<file path="src/mem_config.svh">
`ifndef MEM_CONFIG_SVH
`define MEM_CONFIG_SVH

////////////////////////////////////////////////////////////////////////
// Datapath widths
////////////////////////////////////////////////////////////////////////

// Data and address word
`define WORD_W 32

// Register file index
`define REG_IDX_W 5

////////////////////////////////////////////////////////////////////////
// Data memory
////////////////////////////////////////////////////////////////////////

// Number of words, index width follows from it
`define DRAM_DEPTH 2048

`endif

</file>
<file path="src/cpu_types_pkg.sv">
`include "mem_config.svh"

package cpu_types_pkg;

	////////////////////////////////////////////////////////////////////////
	// Widths derived from the configuration header
	////////////////////////////////////////////////////////////////////////

	localparam int WORD_W     = `WORD_W;
	localparam int REG_IDX_W  = `REG_IDX_W;
	localparam int DRAM_IDX_W = $clog2(`DRAM_DEPTH);

	////////////////////////////////////////////////////////////////////////
	// Vector types
	////////////////////////////////////////////////////////////////////////

	// Data word, also used for addresses and the PC
	typedef logic [WORD_W-1:0] word_t;

	// Register file index
	typedef logic [REG_IDX_W-1:0] reg_idx_t;

	// Data RAM word index, low bits of the ALU result
	typedef logic [DRAM_IDX_W-1:0] dram_idx_t;

endpackage

</file>
<file path="src/mem_ctrl_pkg.sv">
package mem_ctrl_pkg;

	import cpu_types_pkg::*;

	////////////////////////////////////////////////////////////////////////
	// Control bundles from the decoder
	////////////////////////////////////////////////////////////////////////

	// Memory stage control, mem_write sits at bit 0 and branch_ne at bit 8
	typedef struct packed {
		logic branch_ne;
		logic store_byte;
		logic store_half;
		logic load_byte;
		logic load_half;
		logic load_unsigned;
		logic branch;
		logic mem_read;
		logic mem_write;
	} mem_ctrl_t;

	// Writeback stage control
	typedef struct packed {
		logic reg_write;
		logic mem_to_reg;
	} wb_ctrl_t;

	// Size of a load, half wins over byte
	typedef enum logic [1:0] {
		LOAD_WORD = 2'd0,
		LOAD_HALF = 2'd1,
		LOAD_BYTE = 2'd2
	} load_mode_t;

	////////////////////////////////////////////////////////////////////////
	// MEM/WB pipeline register contents
	////////////////////////////////////////////////////////////////////////

	typedef struct packed {
		wb_ctrl_t wb;
		word_t    read_data;
		word_t    alu_result;
		reg_idx_t dest_reg;
	} mem_wb_t;

endpackage

</file>
<file path="src/mem_wb_stage.sv">
module mem_wb_stage
	import cpu_types_pkg::*;
	import mem_ctrl_pkg::*;
(
	input  logic      clk,
	input  logic      arst_n,
	input  wb_ctrl_t  wb_ctrl,
	input  word_t     alu_result,
	input  reg_idx_t  dest_reg,
	input  mem_ctrl_t mem_ctrl,
	input  word_t     ram_word,
	output mem_wb_t   mem_wb
);

	load_mode_t load_mode;
	load_mode_t load_mode_q;
	logic       unsigned_q;
	wb_ctrl_t   wb_q;
	word_t      alu_result_q;
	reg_idx_t   dest_reg_q;
	logic       half_fill;
	logic       byte_fill;
	word_t      load_word;

	// Half has priority when both flags are set
	always_comb
	begin
		if (mem_ctrl.load_half)
		begin
			load_mode = LOAD_HALF;
		end
		else if (mem_ctrl.load_byte)
		begin
			load_mode = LOAD_BYTE;
		end
		else
		begin
			load_mode = LOAD_WORD;
		end
	end

	////////////////////////////////////////////////////////////////////////
	// Pipeline register
	////////////////////////////////////////////////////////////////////////

	always_ff @(posedge clk or negedge arst_n)
	begin
		if (!arst_n)
		begin
			wb_q         <= '0;
			alu_result_q <= '0;
			dest_reg_q   <= '0;
			load_mode_q  <= LOAD_WORD;
			unsigned_q   <= 1'b0;
		end
		else
		begin
			wb_q         <= wb_ctrl;
			alu_result_q <= alu_result;
			dest_reg_q   <= dest_reg;
			load_mode_q  <= load_mode;
			unsigned_q   <= mem_ctrl.load_unsigned;
		end
	end

	////////////////////////////////////////////////////////////////////////
	// Load extension
	////////////////////////////////////////////////////////////////////////

	// RAM word is already registered, so this lines up with the sideband
	assign half_fill = ~unsigned_q & ram_word[15];
	assign byte_fill = ~unsigned_q & ram_word[7];

	always_comb
	begin
		case (load_mode_q)
			LOAD_HALF: load_word = {{($bits(word_t) - 16){half_fill}}, ram_word[15:0]};
			LOAD_BYTE: load_word = {{($bits(word_t) - 8){byte_fill}}, ram_word[7:0]};
			default:   load_word = ram_word;
		endcase
	end

	assign mem_wb = '{
		wb:         wb_q,
		read_data:  load_word,
		alu_result: alu_result_q,
		dest_reg:   dest_reg_q
	};

endmodule

</file>
<file path="config.mk">
export PLATFORM = sky130hd
export DESIGN_NAME = mem_wb_stage
export DESIGN_NICKNAME = d
export VERILOG_FILES = /design/src/cpu_types_pkg.sv /design/src/mem_ctrl_pkg.sv /design/src/mem_wb_stage.sv
export VERILOG_INCLUDE_DIRS = /design/src
export SDC_FILE = /design/constraint.sdc
export NUM_CORES = 1
export LEC_CHECK = 0
export ABC_AREA = 1
export ABC_CLOCK_PERIOD_IN_PS = 2850
export BUFFER_PORTS_ARGS = -buffer_cell sky130_fd_sc_hd__buf_2
export CAP_MARGIN = 20
export CORE_MARGIN = 2
export CORE_UTILIZATION = 37
export DETAILED_ROUTE_END_ITERATION = 7
export PLACE_DENSITY = 0.85
export SLEW_MARGIN = 40
export SYNTH_ARGS = -nofsm -noshare
export SYNTH_HDL_FRONTEND = slang
export SYNTH_SLANG_ARGS = --single-unit
</file>
<file path="constraint.sdc">
create_clock -name clk -period 2.85 [get_ports clk]
set_input_delay 0.1425 -clock clk [delete_from_list [all_inputs] [get_ports clk]]
set_output_delay 0.1425 -clock clk [all_outputs]
set_load 0.01 [all_outputs]
</file>
# == Word level (Yosys, flattened, before mapping) ==
# Index checks and enable logic that the tools add are counted.
# word_totals
ff_bits,42
inputBits,82
out_inout_bits,71
elab_cells,14
# classes
eq_ne,2
muxes,3
bitwise_logic,3
# op_table
cell,n
32-bit one-hot mux with 2 select lines,1
2-bit 2-to-1 mux,2
1-bit bitwise AND,2
2-bit by 1-bit == test with 1-bit output (second input constant),1
2-bit == test (second input constant),1
1-bit inverter,1

# == Depth between registers and ports, before layout ==
# Gate-level depths: netlist (run 1).
# logic_depth
word_depth,3
ltp_mapped,7
ltp_nobuf,6

# == Worst setup path before layout (run 1) ==
# OpenSTA, ideal clock, no wires.
# synth_path
path_type,flip-flop to output port
from,register load_mode_q[0]
to,output mem_wb[53] (netlist bit)
arrival_ns,1.179
required_time_ns,2.707
setup_slack_ns,1.528
path_stages_with_launch,8
path_buffers,2
path_cell_list,dfrtp_1 > inv_1 > ha_1 > buf_6 > nor2_8 > nand2_4 > buf_6 > nand2_2
# synth_lines
element,line_no,rtl
"start, declared",mem_wb_stage.sv:16,load_mode_t load_mode_q;
"start signal, assigned",mem_wb_stage.sv:61,load_mode_q <= load_mode;
"end, declared",mem_wb_stage.sv:12,output mem_wb_t mem_wb

==> results.py, run 1 <==
metrics = {
    "clock_network": {
        "clk_pin_slew_ns": 0.07,
        "ctsResizeCount": 0,
        "post_cts_buffers": 0,
        "clock_sink_count": 42,
        "cts.path.max_buffers": 2,
        "hold_buffers": 42,
        "cts_made_buffers": 5,
        "cts.htree.levels": 2,
        "cts_tree": "built",
        "ctsRootBufferMaster": "clkbuf_8",
    },
    "floorplanning": {
        "die_y_um": 66.6,
        "num_rows": 22,
        "io-pin-count": 153,
        "initial_core_util_pct": 39.0,
        "die_x_um": 66.6,
        "coreArea_um2": 3720,
        "die-area_um2": 4440,
    },
    "route": {
        "ant_nets": 0,
        "wirelength_um": 4790,
        "firstDrtPassIters": 4,
        "drt_iter0_drc": 28,
        "route.detailed.drc": 0,
        "routedWlPerCell_um": 14.3,
        "vias": 1432,
        "viasPerCell": 4.26,
    },
    "worst_setup_path": {
        "end_kind": "primary output",
        "cp_cell_sequence": "inv_1 -> ha_1 -> inv_1 -> nand2_1 -> nand2_1 -> nand2_1 -> buf_2",
        "path_common_cell": "nand2_1",
        "crit_required_ns": 2.71,
        "critPathLaunchType": "flip-flop",
        "cp.arrival_ns": 1.96,
        "critPathSlowestCell": "ha_1",
        "crit_type": "flip-flop to primary output",
        "cpPeakStageDelay_ns": 0.68,
        "path_max_fanout": 18,
    },
    "global_route": {
        "antenna_found_initial": 0,
        "grt_max_degree": 28,
        "gr-total-overflow": 0,
        "grt_pass1_wl_um": 7010,
        "grt_pass1_vias": 1579,
        "gr-usage-all-layers_pct": 22.3,
    },
    "logic_synthesis": {
        "netlist_area_um2": 1450,
        "yosysSeqAreaShare_pct": 72.5,
        "synth_warnings": 0,
        "yosysTopAreaCell": "dfrtp_1",
        "synth_compound_area_share_pct": 0,
        "synth_top_family_by_area": "simple AND/OR/NAND/NOR gates",
        "synthMuxAreaShare_pct": 0,
        "synthTopCellsByCount": "42 x dfrtp_1, 42 x nand2_1, 10 x nand2_2, 9 x buf_4, 5 x inv_1",
        "synth.area.top_cells": "dfrtp_1 72%, nand2_1 11%, buf_4 4.7%",
        "synth-main-ff-cell": "dfrtp_1",
        "syn_inst": 116,
        "synth-seq-cells": 42,
        "syn_avg_cell_area_um2": 12.5,
        "synth_cell_type_count": 11,
        "synthSimpleGateAreaFrac_pct": 18.3,
        "synth_edf_count": 0,
        "synthAdderAreaFrac_pct": 1.73,
        "synth_top_area_share_pct": 72.5,
        "async_reset_ff_share_pct": 100,
        "synthXorXnorAreaFrac_pct": 0,
        "synth.net_count": 200,
    },
    "run": {
        "maxCapViolations": 0,
    },
    "sta": {
        "tightest_slew_ns": 0.616,
        "finalCriticalPeriod_ns": 2.10,
        "setup_tns_ns": 0,
        "drv_slew": 0,
        "hold_viol": 0,
        "grt_setup_unrepaired": "no",
        "slew_headroom_pct": 59.0,
        "fmax_ghz": 0.475,
        "fin_crit_sh_pct": 73.8,
        "setup_viol": 0,
    },
    "finish": {
        "final_cells": 336,
        "fillers": 241,
        "nNetsFinal": 371,
        "drive_above_1_share_pct": 52.8,
        "area_delta_synth_final_pct": 81.7,
        "diodes": 0,
    },
    "place": {
        "gp_congestion": 0.714,
        "dp_cells": 286,
        "hpwl_um": 2890,
        "numPortBuffers": 132,
    },
    "min_path": {
        "holdCritStartpoint": "mem_ctrl[5]",
        "holdCritPathClass": "primary input to flip-flop",
        "holdPathEnd": "load_mode_q[1]$_DFF_PN0_",
        "min_delay_path_depth": 3,
    },
    "power_and_ir_drop": {
        "ir_drop_mv": 0.430,
        "p_leak_uw": 0.00153,
        "powerDensity_nw_per_um2": 512,
    },
    "run_status": {
        "status": "completed",
    },
}
[how the worst max path moves through the flow]
stage | startpoint | end | slack (ns) | depth (start not counted)
2_1_floorplan | load_mode_q[0]$_DFF_PN0_ | mem_wb[53] | 1.53 | 7
3_3_place_gp | load_mode_q[0]$_DFF_PN0_ | mem_wb[52] | 1.10 | 7
3_5_place_dp | load_mode_q[0]$_DFF_PN0_ | mem_wb[47] | 1.07 | 7
4_1_cts | load_mode_q[0]$_DFF_PN0_ | mem_wb[47] | 0.76 | 7
5_1_grt | load_mode_q[0]$_DFF_PN0_ | mem_wb[47] | 0.55 | 7
6_report | load_mode_q[0]$_DFF_PN0_ | mem_wb[47] | 0.75 | 7
[power breakdown]
| group | switching [uW] | internal (uW) |
|---|---|---|
| Sequential | 11.4 | 626 |
| Combinational | 128 | 135 |
| Clock | 188 | 262 |
| Total | 327 | 1020 |
[registers in the layout, summed over array words and instances (netlist names)]
register      count
unsigned_q        1
load_mode_q       2
alu_result_q     32
mem_wb            2
dest_reg_q        5
[final cells by class]
cell class / instances / area, um2 / area share (%)
inverters: 5 / 18.8 / 0.712
multi-input cells: 58 / 290 / 11.0
clock inverters: 1 / 30.0 / 1.14
flip-flops and latches: 42 / 1050 / 39.9
repair buffers: 175 / 1110 / 42.1
well taps: 48 / 60.1 / 2.28
clock buffers: 7 / 76.3 / 2.90
[cells by family (layout without fill, tap and decap cells)]
family | Yosys count | after routing
flip-flops | 42 | 42
AND/OR/NAND/NOR | 56 | 56
buffers and inverters | 16 | 188
adder cells (fa/ha/maj) | 2 | 2
[per-layer routing]
metal	global-route usage, %	vias up	share of wire, %
li1	-	676	-
met1	21.3	646	35
met5	0	-	0
met4	9.18	0	2.4
met2	42.4	99	51
met3	7.94	11	11
[metrics by stage]
step | utilization (%) | worst slack [ns] | hold WS [ns] | power [uW] | instance area (um2)
final | 70.9 | 0.747 | 0.0700 | 1350 | 2640
after CTS | 70.9 | 0.756 | 0.0581 | 1340 | 2640
after global routing | 70.9 | 0.547 | 0.0907 | 1400 | 2640
after global placement | 56.0 | 1.10 | 0.250 | 849 | 2080
after floorplan | - | 1.53 | -0.153 | 748 | 1450
after detailed placement | 56.7 | 1.07 | 0.0874 | 860 | 2110
[worst max-delay path, delay by kind of cell, from the launching register on]
kind	cells	cell delay [ns]
adders and majority gates	1	0.68
and+or+nand+nor	3	0.38
DFF	1	0.35
buffers and inverters	3	0.27
[cell usage in the layout, fill, tap and decap left out]
master         count
nand2_4            1
clkbuf_8           5
inv_1              5
nand2_2           10
buf_16             1
buf_2            132
nand3_2            1
clkbuf_1           2
bufinv_16          1
ha_1               2
dfrtp_1           42
dlygate4sd3_1     42
nor2_1             1
nand2_1           42
nor2_8             1
Power figures use the tool's default switching activity.
==> inputs of run 2 (changes only) <==
--- a/config.mk
+++ b/config.mk
@@ -7,13 +7,13 @@
 export NUM_CORES = 1
 export LEC_CHECK = 0
 export ABC_AREA = 1
-export ABC_CLOCK_PERIOD_IN_PS = 2850
+export ABC_CLOCK_PERIOD_IN_PS = 2200
 export BUFFER_PORTS_ARGS = -buffer_cell sky130_fd_sc_hd__buf_2
 export CAP_MARGIN = 20
 export CORE_MARGIN = 2
-export CORE_UTILIZATION = 37
+export CORE_UTILIZATION = 34
 export DETAILED_ROUTE_END_ITERATION = 7
-export PLACE_DENSITY = 0.85
+export PLACE_DENSITY = 0.79
 export SLEW_MARGIN = 40
 export SYNTH_ARGS = -nofsm -noshare
 export SYNTH_HDL_FRONTEND = slang
==> constraint.sdc (replaced) <==
create_clock -name clk -period 2.2 [get_ports clk]
set_input_delay 0.11 -clock clk [delete_from_list [all_inputs] [get_ports clk]]
set_output_delay 0.11 -clock clk [all_outputs]
set_load 0.01 [all_outputs]
==> run 2 against run 1 <==
Net effect:
- clock power is 10% higher
- critical path type unchanged
- core utilization is 6.7 points lower
- critical endpoint is now mem_wb[51]
- sequential share of layout area is 0.46 points higher
- largest cell class unchanged
- cell count is 0.60% higher
==> results.py, run 2 (synthesis results as in run 1) <==
metrics = {
    "run_status": {
        "status": "completed",
    },
    "route": {
        "viasPerCell": 4.22,
        "ant_nets": 0,
        "routedWlPerCell_um": 13.4,
        "vias": 1426,
        "firstDrtPassIters": 4,
        "drt_iter0_drc": 22,
        "wirelength_um": 4510,
        "route.detailed.drc": 0,
    },
    "global_route": {
        "gr-usage-all-layers_pct": 19.5,
        "grt_pass1_vias": 1513,
        "gr-total-overflow": 0,
        "grt_pass1_wl_um": 7360,
        "grt_max_degree": 43,
        "antenna_found_initial": 0,
    },
    "clock_network": {
        "post_cts_buffers": 0,
        "clk_pin_slew_ns": 0.07,
        "cts.htree.levels": 2,
        "clock_sink_count": 42,
        "ctsRootBufferMaster": "clkbuf_8",
        "hold_buffers": 42,
        "cts.path.max_buffers": 2,
        "ctsResizeCount": 0,
        "cts_made_buffers": 5,
        "cts_tree": "built",
    },
    "floorplanning": {
        "die-area_um2": 4800,
        "initial_core_util_pct": 35.7,
        "die_x_um": 69.3,
        "coreArea_um2": 4060,
        "num_rows": 23,
        "die_y_um": 69.3,
        "io-pin-count": 153,
    },
    "finish": {
        "fillers": 297,
        "nNetsFinal": 371,
        "layout_common_cells": "131 x buf_2, 42 x nand2_1, 42 x dfrtp_1, 42 x dlygate4sd3_1, 10 x nand2_2",
        "drive_above_1_share_pct": 53.1,
        "reg.largest.list": "alu_result_q (32), dest_reg_q (5)",
        "layout_commonest_cell": "buf_2",
        "top_register": "alu_result_q",
        "diodes": 0,
        "area_delta_synth_final_pct": 79.6,
        "largest_reg_flops": 32,
    },
    "sta": {
        "setup_viol": 0,
        "hold_viol": 0,
        "setup_tns_ns": 0,
        "grt_setup_unrepaired": "no",
        "fmax_ghz": 0.572,
        "tightest_slew_ns": 0.500,
        "slew_headroom_pct": 66.6,
        "fin_crit_sh_pct": 79.5,
        "drv_slew": 0,
        "finalCriticalPeriod_ns": 1.75,
    },
    "power_and_ir_drop": {
        "power.internal_uw": 1240,
        "powerDensity_nw_per_um2": 634,
        "power_uw": 1650,
        "p_comb_share_pct": 20.1,
        "p_switching_uw": 417,
        "p_leak_uw": 0.00152,
        "ir_drop_mv": 0.687,
        "p_clk_share_pct": 30.1,
        "switching_share_pct": 25.2,
        "power_frac_seq_pct": 49.9,
    },
    "worst_setup_path": {
        "path_buf_inv": 3,
        "crit_required_ns": 2.09,
        "cp.arrival_ns": 1.64,
        "crit_type": "flip-flop to primary output",
        "critPathLaunchType": "flip-flop",
        "path_max_fanout": 8,
        "cp_cell_sequence": "inv_1 -> ha_1 -> inv_1 -> nand2_1 -> nand2_1 -> nand2_1 -> buf_2",
        "critPathSlowestCell": "ha_1",
        "cpPeakStageDelay_ns": 0.41,
        "critPathTopFamily": "adder cells",
        "path_common_cell": "nand2_1",
        "end_kind": "primary output",
    },
    "run": {
        "maxCapViolations": 0,
    },
    "place": {
        "numPortBuffers": 132,
        "gp_congestion": 0.687,
        "hpwl_um": 2760,
    },
    "min_path": {
        "holdCritPathClass": "primary input to flip-flop",
    },
}
[run 2: cell types whose count changed in the layout (fill, tap and decap cells not counted)]
| cell | previous run | this run |
|---|---|---|
| clkbuf_8 | 5 | 6 |
| clkbuf_1 | 2 | 1 |
| buf_4 | 0 | 2 |
| clkinv_2 | 0 | 1 |
| buf_16 | 1 | 0 |
| buf_2 | 132 | 131 |
| bufinv_16 | 1 | 0 |
[run 2: per-stage QoR]
stage / cells / cell area (um2) / hold slack [ns] / setup slack, ns / utilization [%]
after detailed placement: 288 / 2090 / 0.114 / 0.738 / 51.6
after floorplan: 116 / 1450 / -0.186 / 0.911 / -
after global placement: 288 / 2090 / 0.218 / 0.781 / 51.5
after CTS: 338 / 2610 / 0.0244 / 0.420 / 64.2
final: 338 / 2610 / 0.0608 / 0.451 / 64.2
after global routing: 338 / 2610 / 0.0590 / 0.293 / 64.2
[run 2: layout make-up]
cell class / count / area (um2) / share of cell area [%]
timing repair buffer: 175 / 1090 / 41.9
sequential: 42 / 1050 / 40.3
multi-input combinational: 58 / 290 / 11.1
clock buffer: 7 / 86.3 / 3.31
tap: 50 / 62.6 / 2.40
inverter: 5 / 18.8 / 0.720
clock inverter: 1 / 5.00 / 0.192
[run 2: worst paths after layout]
path | from | end | slack, ns | cells after the start
max in group asynchronous | arst_n | alu_result_q[30]$_DFF_PN0_ | 1.51 | 2
min in group asynchronous | arst_n | dest_reg_q[3]$_DFF_PN0_ | 0.35 | 2
hold / removal | mem_ctrl[5] | load_mode_q[1]$_DFF_PN0_ | 0.06 | 3
setup / recovery | load_mode_q[0]$_DFF_PN0_ | mem_wb[51] | 0.45 | 7
[run 2: routing by layer]
metal | vias up | share of wire, % | track usage (%) | wire, um
met5 | - | 0 | 0 | 0
met4 | 0 | 1.6 | 6.54 | 74
met3 | 8 | 14 | 10.8 | 639
met2 | 110 | 47 | 30.9 | 2120
met1 | 631 | 37 | 22.6 | 1670
li1 | 677 | - | - | -
[run 2: power groups by stage]
| stage | Clock (uW) | Sequential, uW | Combinational (uW) |
|---|---|---|---|
| after CTS | 502 | 821 | 330 |
| after floorplan | 0 | 858 | 111 |
| after global routing | 539 | 828 | 366 |
| after detailed placement | 0 | 835 | 272 |
| after global placement | 0 | 834 | 268 |
| final | 496 | 823 | 332 |
==> inputs of run 3 (changes only) <==
--- a/config.mk
+++ b/config.mk
@@ -7,13 +7,13 @@
 export NUM_CORES = 1
 export LEC_CHECK = 0
 export ABC_AREA = 1
-export ABC_CLOCK_PERIOD_IN_PS = 2200
+export ABC_CLOCK_PERIOD_IN_PS = 1600
 export BUFFER_PORTS_ARGS = -buffer_cell sky130_fd_sc_hd__buf_2
 export CAP_MARGIN = 20
 export CORE_MARGIN = 2
-export CORE_UTILIZATION = 34
+export CORE_UTILIZATION = 31
 export DETAILED_ROUTE_END_ITERATION = 7
-export PLACE_DENSITY = 0.79
+export PLACE_DENSITY = 0.76
 export SLEW_MARGIN = 40
 export SYNTH_ARGS = -nofsm -noshare
 export SYNTH_HDL_FRONTEND = slang
==> constraint.sdc (replaced) <==
create_clock -name clk -period 1.6 [get_ports clk]
set_input_delay 0.08 -clock clk [delete_from_list [all_inputs] [get_ports clk]]
set_output_delay 0.08 -clock clk [all_outputs]
set_load 0.01 [all_outputs]
==> run 3 against run 2 <==
Net effect:
- sequential share of layout area down 1.2 points
- sequential cell count unchanged
- wire length fell by 0.95%
- total power is 49% higher
- core utilization down 3.7 points
- clock power rose by 71%
- via count down 0.35%
- cell count rose by 0.89%
- largest power group unchanged
==> results.py, run 3 (synthesis results as in run 1) <==
metrics = {
    "worst_setup_path": {
        "cp-endpoint": "mem_wb[45]",
        "critPathTopFamily": "flip-flops",
        "crit_type": "flip-flop to primary output",
        "cpPeakStageDelay_ns": 0.39,
        "cp_cell_sequence": "inv_2 -> ha_4 -> nor2_8 -> nand3_4 -> nand2_1 -> buf_2",
        "critPathSlowestCell": "dfrtp_1",
        "end_kind": "primary output",
        "crit_required_ns": 1.52,
        "path_max_fanout": 8,
        "critPathLaunch": "load_mode_q[0]$_DFF_PN0_",
        "path_buf_inv": 2,
        "cp.arrival_ns": 1.48,
        "critPathLaunchType": "flip-flop",
        "cp_num_cells": 6,
    },
    "sta": {
        "tightest_slew_ns": 0.496,
        "slew_headroom_pct": 66.9,
        "drv_slew": 0,
        "finalCriticalPeriod_ns": 1.56,
        "fmax_ghz": 0.642,
        "hold_viol": 0,
        "grt_setup_unrepaired": "yes",
        "setup_viol": 0,
        "fin_crit_sh_pct": 97.4,
        "whs_ns": 0.160,
    },
    "floorplanning": {
        "die-area_um2": 5240,
        "die_x_um": 72.4,
        "initial_core_util_pct": 32.6,
        "coreArea_um2": 4440,
        "die_y_um": 72.4,
        "io-pin-count": 153,
        "num_rows": 24,
    },
    "route": {
        "wirelength_um": 4470,
        "m1WireLength_um": 1620,
        "wl_met3_um": 654,
        "vias": 1421,
        "firstDrtPassIters": 4,
        "drt_iter0_drc": 43,
        "wl_met2_um": 2110,
        "route.detailed.drc": 0,
        "top_layer_used": "met4",
        "viasPerCell": 4.17,
        "ant_nets": 0,
        "routedWlPerCell_um": 13.1,
    },
    "power_and_ir_drop": {
        "p_leak_uw": 0.00153,
        "ir_drop_mv": 0.745,
        "powerDensity_nw_per_um2": 914,
        "power_uw": 2460,
    },
    "global_route": {
        "antenna_found_initial": 0,
        "grt_max_degree": 43,
        "grt_pass1_vias": 1419,
        "gr-usage-all-layers_pct": 16.9,
        "gr-total-overflow": 0,
        "grt_pass1_wl_um": 6520,
    },
    "finish": {
        "top_register": "alu_result_q",
        "largest_reg_flops": 32,
        "layout_common_cells": "131 x buf_2, 43 x dlygate4sd3_1, 42 x dfrtp_1",
        "nNetsFinal": 373,
        "layout_commonest_cell": "buf_2",
        "diodes": 0,
        "reg.largest.list": "alu_result_q (32), dest_reg_q (5)",
        "drive_above_1_share_pct": 54.7,
        "area_delta_synth_final_pct": 85.3,
    },
    "clock_network": {
        "cts.path.max_buffers": 2,
        "ctsRootBufferMaster": "clkbuf_8",
        "cts_tree": "built",
        "cts_made_buffers": 5,
        "post_cts_buffers": 0,
        "cts.htree.levels": 2,
        "clock_sink_count": 42,
        "clk_pin_slew_ns": 0.07,
    },
    "run_status": {
        "status": "completed",
    },
    "run": {
        "maxCapViolations": 0,
    },
    "min_path": {
        "holdCritPathClass": "primary input to primary output",
    },
    "place": {
        "numPortBuffers": 132,
        "gp_congestion": 0.683,
        "hpwl_um": 2770,
    },
}
==> run 3: report_power, final <==
part | internal [uW] | switching (uW)
combinational | 250 | 226
clock | 499 | 348
sequential | 1110 | 19.0
==> run 3: cell type report <==
class                           count  area (um2)
Fill cell                         333        1760
Timing Repair Buffer              177        1120
Sequential cell                    42        1050
Multi-Input combinational cell     58         324
Clock buffer                        6        82.6
Tap cell                           52        65.1
Clock inverter                      1        30.0
Inverter                            5        18.8
==> run 3: layer usage <==
metal	up-vias	GRT usage [%]
met3	9	7.50
met2	111	29.6
met1	623	17.5
met4	0	7.20
li1	678	-
met5	-	0
==> run 3: timing repair <==
action | in CTS | in global routing
pin swaps | 0 | 3
gates cloned | 0 | 0
gates resized for setup | 6 | 3
hold endpoints to repair | 84 | 0
endpoints found under the setup margin | 24 | 24
hold buffers | 43 | 0
==> run 3: stage by stage <==
step / setup TNS [ns] / utilization (%) / std cells / setup slack [ns] / area, um2
6_report: 0 / 60.5 / 341 / 0.0423 / 2690
3_5_place_dp: 0 / 47.3 / 291 / 0.201 / 2100
3_3_place_gp: 0 / 47.3 / 291 / 0.231 / 2100
2_1_floorplan: 0 / - / 116 / 0.341 / 1450
4_1_cts: 0 / 60.3 / 341 / 0.0339 / 2680
5_1_grt: -0.370 / 60.5 / 341 / -0.0433 / 2690
==> run 3: worst min-delay path by stage <==
stage	cells after the start	to	startpoint
finish	0	mem_wb[39]	ram_word[2]
global route	0	mem_wb[39]	ram_word[2]
CTS	0	mem_wb[39]	ram_word[2]
detailed placement	0	mem_wb[39]	ram_word[2]
global placement	2	alu_result_q[15]$_DFF_PN0_	arst_n
floorplan	0	alu_result_q[0]$_DFF_PN0_	arst_n
